===== config.mk =====
export PLATFORM = sky130hd
export DESIGN_NAME = execPipe
export DESIGN_NICKNAME = d
export VERILOG_FILES = /design/src/datapathPkg.sv /design/src/regFile.sv /design/src/bypassUnit.sv /design/src/execStage.sv /design/src/memStage.sv /design/src/writebackStage.sv /design/src/execPipe.sv
export VERILOG_INCLUDE_DIRS = /design/src /design/src/src
export SDC_FILE = /design/constraint.sdc
export NUM_CORES = 2
export LEC_CHECK = 0
export BUFFER_PORTS_ARGS = -buffer_cell sky130_fd_sc_hd__buf_4
export CAP_MARGIN = 20
export CORE_AREA = 2 2 579 581
export DETAILED_ROUTE_END_ITERATION = 10
export DIE_AREA = 0 0 581 583
export MAX_ROUTING_LAYER = met4
export SLEW_MARGIN = 10
export SYNTH_ARGS = -nofsm -noshare
export SYNTH_HDL_FRONTEND = slang
export SYNTH_SLANG_ARGS = --single-unit

===== constraint.sdc =====
create_clock -name clk -period 8.21 [get_ports clk]
set_clock_uncertainty 0.15 [all_clocks]
set_input_delay 1.2315 -clock clk [delete_from_list [all_inputs] [get_ports clk]]
set_output_delay 1.2315 -clock clk [all_outputs]
set_load 0.01 [all_outputs]

===== src/datapath_defs.svh =====
`ifndef DATAPATH_DEFS_SVH
`define DATAPATH_DEFS_SVH

// one machine word
`define DATA_W 32

// general register file size, r0 included
`define REG_COUNT 32

// data memory in words, indexed by result bits 7 down to 2
`define MEM_DEPTH 64

// jump-and-link writes pc plus 8 into r31
`define LINK_REG 31
`define LINK_OFFSET 8

`endif


===== src/datapathPkg.sv =====
`default_nettype none

`include "datapath_defs.svh"

package datapathPkg;

	typedef logic [`DATA_W-1:0] wordT;
	typedef logic [$clog2(`REG_COUNT)-1:0] regAddrT;

	typedef enum logic [2:0] {
		ALU_ADD,
		ALU_SUB,
		ALU_AND,
		ALU_OR,
		ALU_XOR,
		ALU_SLT // signed compare
	} aluOpT;

	typedef enum logic [1:0] {DST_RT, DST_RD, DST_LINK} dstSelT;
	typedef enum logic [1:0] {RES_ALU, RES_IMM, RES_LINK} resSelT;

	// decoded instruction as handed over by the decoder
	typedef struct packed {
		regAddrT rs;
		regAddrT rt;
		regAddrT rd;
		wordT    imm; // already extended
		wordT    pc;
		aluOpT   aluOp;
		logic    useImm;
		dstSelT  dstSel;
		resSelT  resSel;
		logic    memRead;
		logic    memWrite;
		logic    regWrite;
	} instrT;

	typedef struct packed {
		logic    valid;
		regAddrT dst;
		wordT    result;
		wordT    storeData;
		logic    memRead;
		logic    memWrite;
		logic    regWrite;
	} memStageT;

	typedef struct packed {
		logic    valid;
		regAddrT dst;
		wordT    result;
		wordT    loadData;
		logic    memRead;
		logic    regWrite;
	} wbStageT;

	// valid here already means the stage will write dst
	typedef struct packed {
		logic    valid;
		regAddrT dst;
		wordT    value;
	} fwdT;

endpackage

`default_nettype wire


===== src/regFile.sv =====
`timescale 1ns/1ps
`default_nettype none

`include "datapath_defs.svh"

module regFile (
	input  logic                clk,
	input  logic                rst,
	input  datapathPkg::regAddrT raddrA,
	input  datapathPkg::regAddrT raddrB,
	output datapathPkg::wordT    rdataA,
	output datapathPkg::wordT    rdataB,
	input  logic                we,
	input  datapathPkg::regAddrT waddr,
	input  datapathPkg::wordT    wdata
);
	import datapathPkg::*;

	wordT regs [`REG_COUNT];

	always_ff @(posedge clk) begin
		if (rst) begin
			for (int i = 0; i < `REG_COUNT; i++) begin
				regs[i] <= '0;
			end
		end else if (we && waddr != '0) begin // r0 is hardwired
			regs[waddr] <= wdata;
		end
	end

	// no internal bypass, the writeback stage forwards a same-cycle write
	assign rdataA = (raddrA == '0) ? '0 : regs[raddrA];
	assign rdataB = (raddrB == '0) ? '0 : regs[raddrB];

	// r0 must stay zero across every writeback, including writes that target it
	r0StaysZero: assert property (@(posedge clk) disable iff (rst)
		regs[0] == '0)
		else $error("regFile: r0 holds a nonzero value");

endmodule

`default_nettype wire


===== src/bypassUnit.sv =====
`timescale 1ns/1ps
`default_nettype none

module bypassUnit (
	input  datapathPkg::regAddrT rsAddr,
	input  datapathPkg::regAddrT rtAddr,
	input  datapathPkg::wordT    rsFile,
	input  datapathPkg::wordT    rtFile,
	input  datapathPkg::fwdT     memFwd,
	input  datapathPkg::fwdT     wbFwd,
	output datapathPkg::wordT    rsVal,
	output datapathPkg::wordT    rtVal
);
	import datapathPkg::*;

	typedef enum logic [1:0] {SRC_FILE, SRC_MEM, SRC_WB} srcT;

	srcT rsSrc;
	srcT rtSrc;

	// the younger result in the memory stage shadows the one in writeback
	function automatic srcT pickSrc(input regAddrT addr, input fwdT memF, input fwdT wbF);
		srcT src;
		src = SRC_FILE;
		if (addr != '0) begin
			if (memF.valid && memF.dst == addr) begin
				src = SRC_MEM;
			end else if (wbF.valid && wbF.dst == addr) begin
				src = SRC_WB;
			end
		end
		return src;
	endfunction

	function automatic wordT muxSrc(input srcT src, input wordT fileVal,
			input fwdT memF, input fwdT wbF);
		wordT val;
		case (src)
			SRC_MEM: val = memF.value;
			SRC_WB:  val = wbF.value;
			default: val = fileVal;
		endcase
		return val;
	endfunction

	assign rsSrc = pickSrc(rsAddr, memFwd, wbFwd);
	assign rtSrc = pickSrc(rtAddr, memFwd, wbFwd);

	assign rsVal = muxSrc(rsSrc, rsFile, memFwd, wbFwd);
	assign rtVal = muxSrc(rtSrc, rtFile, memFwd, wbFwd);

endmodule

`default_nettype wire


===== src/execStage.sv =====
`timescale 1ns/1ps
`default_nettype none

`include "datapath_defs.svh"

module execStage (
	input  logic                 clk,
	input  logic                 rst,
	input  logic                 issueValid,
	input  datapathPkg::instrT    issue,
	input  datapathPkg::wordT     rsVal,
	input  datapathPkg::wordT     rtVal,
	output datapathPkg::memStageT memReg
);
	import datapathPkg::*;

	wordT    opB;
	wordT    aluOut;
	wordT    result;
	regAddrT dst;

	assign opB = issue.useImm ? issue.imm : rtVal;

	always_comb begin
		case (issue.aluOp)
			ALU_ADD: aluOut = rsVal + opB;
			ALU_SUB: aluOut = rsVal - opB;
			ALU_AND: aluOut = rsVal & opB;
			ALU_OR:  aluOut = rsVal | opB;
			ALU_XOR: aluOut = rsVal ^ opB;
			ALU_SLT: aluOut = wordT'($signed(rsVal) < $signed(opB));
			default: aluOut = '0;
		endcase
	end

	// the link value skips the delay slot
	always_comb begin
		case (issue.resSel)
			RES_ALU: result = aluOut;
			RES_IMM: result = issue.imm;
			default: result = issue.pc + wordT'(`LINK_OFFSET);
		endcase
	end

	always_comb begin
		case (issue.dstSel)
			DST_RT:  dst = issue.rt;
			DST_RD:  dst = issue.rd;
			default: dst = regAddrT'(`LINK_REG);
		endcase
	end

	always_ff @(posedge clk) begin
		memReg.dst       <= dst;
		memReg.result    <= result;
		memReg.storeData <= rtVal; // forwarded rt, so a store sees the newest value
		memReg.memRead   <= issue.memRead;
		memReg.memWrite  <= issue.memWrite;
		memReg.regWrite  <= issue.regWrite;
		if (rst) begin
			memReg.valid <= 1'b0;
		end else begin
			memReg.valid <= issueValid;
		end
	end

	// the decoder must never hand over the spare select codes
	selEncodingValid: assert property (@(posedge clk) disable iff (rst)
		issueValid |-> (issue.dstSel inside {DST_RT, DST_RD, DST_LINK}) &&
			(issue.resSel inside {RES_ALU, RES_IMM, RES_LINK}))
		else $error("execStage: undefined dstSel or resSel on issue");

endmodule

`default_nettype wire


===== src/memStage.sv =====
`timescale 1ns/1ps
`default_nettype none

`include "datapath_defs.svh"

module memStage (
	input  logic                 clk,
	input  logic                 rst,
	input  datapathPkg::memStageT memReg,
	output datapathPkg::fwdT      memFwd,
	output datapathPkg::wbStageT  wbReg
);
	import datapathPkg::*;

	localparam int IdxW = $clog2(`MEM_DEPTH);

	wordT            mem [`MEM_DEPTH];
	logic [IdxW-1:0] wordIdx;
	wordT            loadData;

	assign wordIdx  = memReg.result[IdxW+1:2]; // word addressed, low two bits ignored
	assign loadData = mem[wordIdx];

	always_ff @(posedge clk) begin
		if (memReg.valid && memReg.memWrite) begin
			mem[wordIdx] <= memReg.storeData;
		end
	end

	// a load forwards its memory data so the next instruction needs no stall
	assign memFwd.valid = memReg.valid && memReg.regWrite;
	assign memFwd.dst   = memReg.dst;
	assign memFwd.value = memReg.memRead ? loadData : memReg.result;

	always_ff @(posedge clk) begin
		wbReg.dst      <= memReg.dst;
		wbReg.result   <= memReg.result;
		wbReg.loadData <= loadData;
		wbReg.memRead  <= memReg.memRead;
		wbReg.regWrite <= memReg.regWrite;
		if (rst) begin
			wbReg.valid <= 1'b0;
		end else begin
			wbReg.valid <= memReg.valid;
		end
	end

	// a single access per instruction, the decoder never sets both
	noLoadAndStore: assert property (@(posedge clk) disable iff (rst)
		memReg.valid |-> !(memReg.memRead && memReg.memWrite))
		else $error("memStage: load and store set on the same entry");

endmodule

`default_nettype wire


===== src/writebackStage.sv =====
`timescale 1ns/1ps
`default_nettype none

module writebackStage (
	input  datapathPkg::wbStageT wbReg,
	output datapathPkg::fwdT     wbFwd,
	output logic                regWe,
	output datapathPkg::regAddrT regWaddr,
	output datapathPkg::wordT    regWdata,
	output logic                wbValid,
	output datapathPkg::regAddrT wbDst,
	output datapathPkg::wordT    wbData
);
	import datapathPkg::*;

	wordT wbValue;

	assign wbValue = wbReg.memRead ? wbReg.loadData : wbReg.result;

	// stores reach this stage too but never write a register
	assign regWe    = wbReg.valid && wbReg.regWrite;
	assign regWaddr = wbReg.dst;
	assign regWdata = wbValue;

	assign wbValid = regWe; // also reported for r0, the file drops that write
	assign wbDst   = wbReg.dst;
	assign wbData  = wbValue;

	// covers the cycle in which the file is being written
	assign wbFwd.valid = regWe;
	assign wbFwd.dst   = wbReg.dst;
	assign wbFwd.value = wbValue;

endmodule

`default_nettype wire


===== src/execPipe.sv =====
`timescale 1ns/1ps
`default_nettype none

module execPipe (
	input  logic                clk,
	input  logic                rst,
	input  logic                issueValid,
	input  datapathPkg::instrT   issue,
	output logic                wbValid,
	output datapathPkg::regAddrT wbDst,
	output datapathPkg::wordT    wbData
);
	import datapathPkg::*;

	wordT     rsFile;
	wordT     rtFile;
	wordT     rsVal;
	wordT     rtVal;
	fwdT      memFwd;
	fwdT      wbFwd;
	memStageT memReg;
	wbStageT  wbReg;
	logic     regWe;
	regAddrT  regWaddr;
	wordT     regWdata;

	regFile uRegFile (
		.clk    (clk),
		.rst    (rst),
		.raddrA (issue.rs),
		.raddrB (issue.rt),
		.rdataA (rsFile),
		.rdataB (rtFile),
		.we     (regWe),
		.waddr  (regWaddr),
		.wdata  (regWdata)
	);

	bypassUnit uBypass (
		.rsAddr (issue.rs),
		.rtAddr (issue.rt),
		.rsFile (rsFile),
		.rtFile (rtFile),
		.memFwd (memFwd),
		.wbFwd  (wbFwd),
		.rsVal  (rsVal),
		.rtVal  (rtVal)
	);

	execStage uExec (
		.clk        (clk),
		.rst        (rst),
		.issueValid (issueValid),
		.issue      (issue),
		.rsVal      (rsVal),
		.rtVal      (rtVal),
		.memReg     (memReg)
	);

	memStage uMem (
		.clk    (clk),
		.rst    (rst),
		.memReg (memReg),
		.memFwd (memFwd),
		.wbReg  (wbReg)
	);

	writebackStage uWb (
		.wbReg    (wbReg),
		.wbFwd    (wbFwd),
		.regWe    (regWe),
		.regWaddr (regWaddr),
		.regWdata (regWdata),
		.wbValid  (wbValid),
		.wbDst    (wbDst),
		.wbData   (wbData)
	);

endmodule

`default_nettype wire


==> results.toml <==
[floorplan]
start_util_pct = 42.9
die_height_um = 583
core_area_um2 = 332000
dieArea_um2 = 339000
boundaryPins = 131
fp.dieW_um = 581
rows = 212

[clock_network]
post_cts_buffers = 0
clk_latency_ps = 990
tritoncts = "done"
cts_buffer_depth = 4
cts_resized = 0
cts.sinks = 3217
clk_pin_slew_ps = 60
htree_levels = 5
cts_buffers = 346
hold_buffers = 0
root_buffer = "clkbuf_16"

[drt]
via_count = 91700
drt_wl_total_um = 523000
ant_nets = 0
drt_iter0_markers = 13800
post_drt_wl_per_cell_um = 37.4
drc = 0
viasPerCell = 6.55
dr.pass1.iters = 6

[global_routing]
antenna_found_initial = 18
overflow = 0
grt_max_degree = 114
grt_pass1_wl_um = 718000
grt_usage_pct = 31.2
grt_pass1_vias = 89300

[sta]
setup-tns-final_ps = 0
period_needed_ps = 7770
fmax_ghz = 0.129
rsz0062_at_grt = "no"
post-route-period-util_pct = 94.6
whs_ps = 201
tightest_slew_ps = 1260
hold_viol = 0
setup_violations = 0
setup_slack_ps = 440
drv_slew = 0
relSlewSlack_pct = 16.3

[yosys]
synth_area_leader_cell = "edfxtp_1"
netlist_top_cells_count = "edfxtp_1 (3072), nor2_1 (1273), mux4_2 (706)"
yosysUniqueCellTypes = 106
syn_area_per_cell_um2 = 15.8
ys_ff_latch = 3217
yosysMostFrequentCell = "edfxtp_1"
synth_top_area_share_pct = 64.8
synthTopCellsByArea = "edfxtp_1 (65%), mux4_2 (11%), mux2i_1 (3.5%)"
ys_seq_area_share_pct = 66.8
async_reset_ff_share_pct = 0
synth_ff_type = "edfxtp_1"
netlist_instances = 9026
syn-cell-area_um2 = 142000
synth_edf_count = 3072
yosys_warnings = 0

[pwr]
pwr-share-comb_pct = 16.2
p_int_mw = 29.5
ir_worst_vdd_v = 0.000205
p_clk_share_pct = 37.4
leakagePower_nw = 55.3
switching_share_pct = 27.9
power_density_nw_per_um2 = 251
switchingPower_mw = 11.4
seq_power_share_pct = 46.4

[finish]
nNetsFinal = 9515
final_util_pct = 48.9
syn2layout_area_growth_pct = 14.1
nFillCells = 27800
register_area_um2 = 95200
multi_input_area_um2 = 44800
drive_above_1_share_pct = 23.6

[setup_path]
cp-end-kind = "flop"
critical_path_required_ps = 8880
start_kind = "flop"
cp.arrival_ps = 8440
worst-setup-path-type = "flop to flop"
crit_fanout = 55

[flow_run]
maxCapViolations = 0

[status]
status = "finished clean"

[hold_path]
hold_class = "flop to flop"

[placement]
gp_congestion = 0.971
place_ws_ps = 657
dp_hpwl_um = 319000
io_buffer_count = 130
state kept, by name (all words and copies together), names as in the netlist:
signal / cells
uExec.memReg: 73
uMem.mem: 2048
uMem.wbReg: 72
uRegFile.regs: 1024
final timing paths:
kind,endpoint,from,depth (start not counted),slack (ps)
max reg2reg,uExec.memReg[66]$_DFF_P_,uExec.memReg[39]$_DFF_P_,18,440
min reg2reg,uMem.wbReg[43]$_DFF_P_,uExec.memReg[44]$_DFF_P_,0,200
max,uExec.memReg[66]$_DFF_P_,uExec.memReg[39]$_DFF_P_,18,440
min,uMem.wbReg[43]$_DFF_P_,uExec.memReg[44]$_DFF_P_,0,200
cells in the final DEF, fill, tap and decap left out, types with 102 or more instances in the layout:
| cell type | Yosys | final |
|---|---|---|
| nor2_1 | 1273 | 1203 |
| a21oi_1 | 199 | 199 |
| a221oi_1 | 347 | 347 |
| nand2_1 | 280 | 251 |
| o21ai_0 | 266 | 266 |
| mux4_2 | 706 | 706 |
| a22oi_1 | 129 | 129 |
| clkbuf_16 | 0 | 352 |
| mux2_2 | 138 | 138 |
| mux2i_1 | 498 | 466 |
| buf_4 | 51 | 621 |
| edfxtp_1 | 3072 | 3072 |
| o22a_1 | 107 | 107 |
| dfxtp_1 | 145 | 108 |
| inv_1 | 103 | 102 |
logic make-up (layout without fill, tap and decap cells):
logic type                 after synthesis  count (layout)  synth area share (%)
other                                    1              52               0.00263
and+or+nand+nor                       1883            1883                  5.54
xor gates and xnor gates                68              68                 0.418
muxes                                 1354            1354                  15.9
adders and majority gates              102             102                 0.906
DFF                                   3217            3217                  66.8
AOI/OAI and AO/OA                     1530            1530                  7.77
buffers and inverters                  871            1413                  2.69
through the flow:
stage / power [mW] / std cells / cell area [um2]
floorplan: 22.6 / 9057 / 143000
global placement: 25.6 / 13400 / 152000
detailed placement: 25.7 / 13400 / 152000
CTS: 40.8 / 14000 / 162000
global route: 41.8 / 14000 / 163000
finish: 40.9 / 14000 / 163000
metal layers:
metal / vias up / share of wire [%] / GRT usage, % / routed length, um
li1: 36500 / - / - / -
met1: 47500 / 36 / 39.2 / 189000
met2: 6407 / 46 / 47.3 / 240000
met3: 1284 / 12 / 7.26 / 61100
met4: 0 / 6.5 / 16.4 / 34000
met5: - / 0 / - / 0
worst max-delay path: stages, from the launching register on:
cell and delay (ps):
dfxtp_4 810, buf_12 410, buf_4 410, mux2i_1 220, o21ai_0 110, o22ai_1 430
o32a_1 360, nand3_1 550, mux2_2 550, a221oi_1 410, ha_1 390, nor4bb_1 580
o311ai_0 330, a31oi_1 470, o21ai_0 260, a21oi_1 350, a221oi_1 150, or3_1 350
a31oi_1 190
area by class of cell:
cell class / instances / share of cell area, %
timing repair buffer: 676 / 3.53
clock buffer: 460 / 5.73
inverter: 110 / 0.259
clock inverter: 167 / 0.956
sequential: 3217 / 58.6
tap: 4387 / 3.38
antenna: 20 / 0.0308
multi-input combinational: 4969 / 27.6
power by group through the flow:
stage / Combinational, mW / Clock [mW] / Sequential [mW]
after floorplan: 3.28 / 0 / 19.3
after global placement: 6.33 / 0 / 19.3
after detailed placement: 6.40 / 0 / 19.3
after CTS: 6.42 / 15.4 / 19.0
after global routing: 6.83 / 16.0 / 19.0
final: 6.63 / 15.3 / 19.0
No activity file was read; power rests on OpenSTA's default activity.
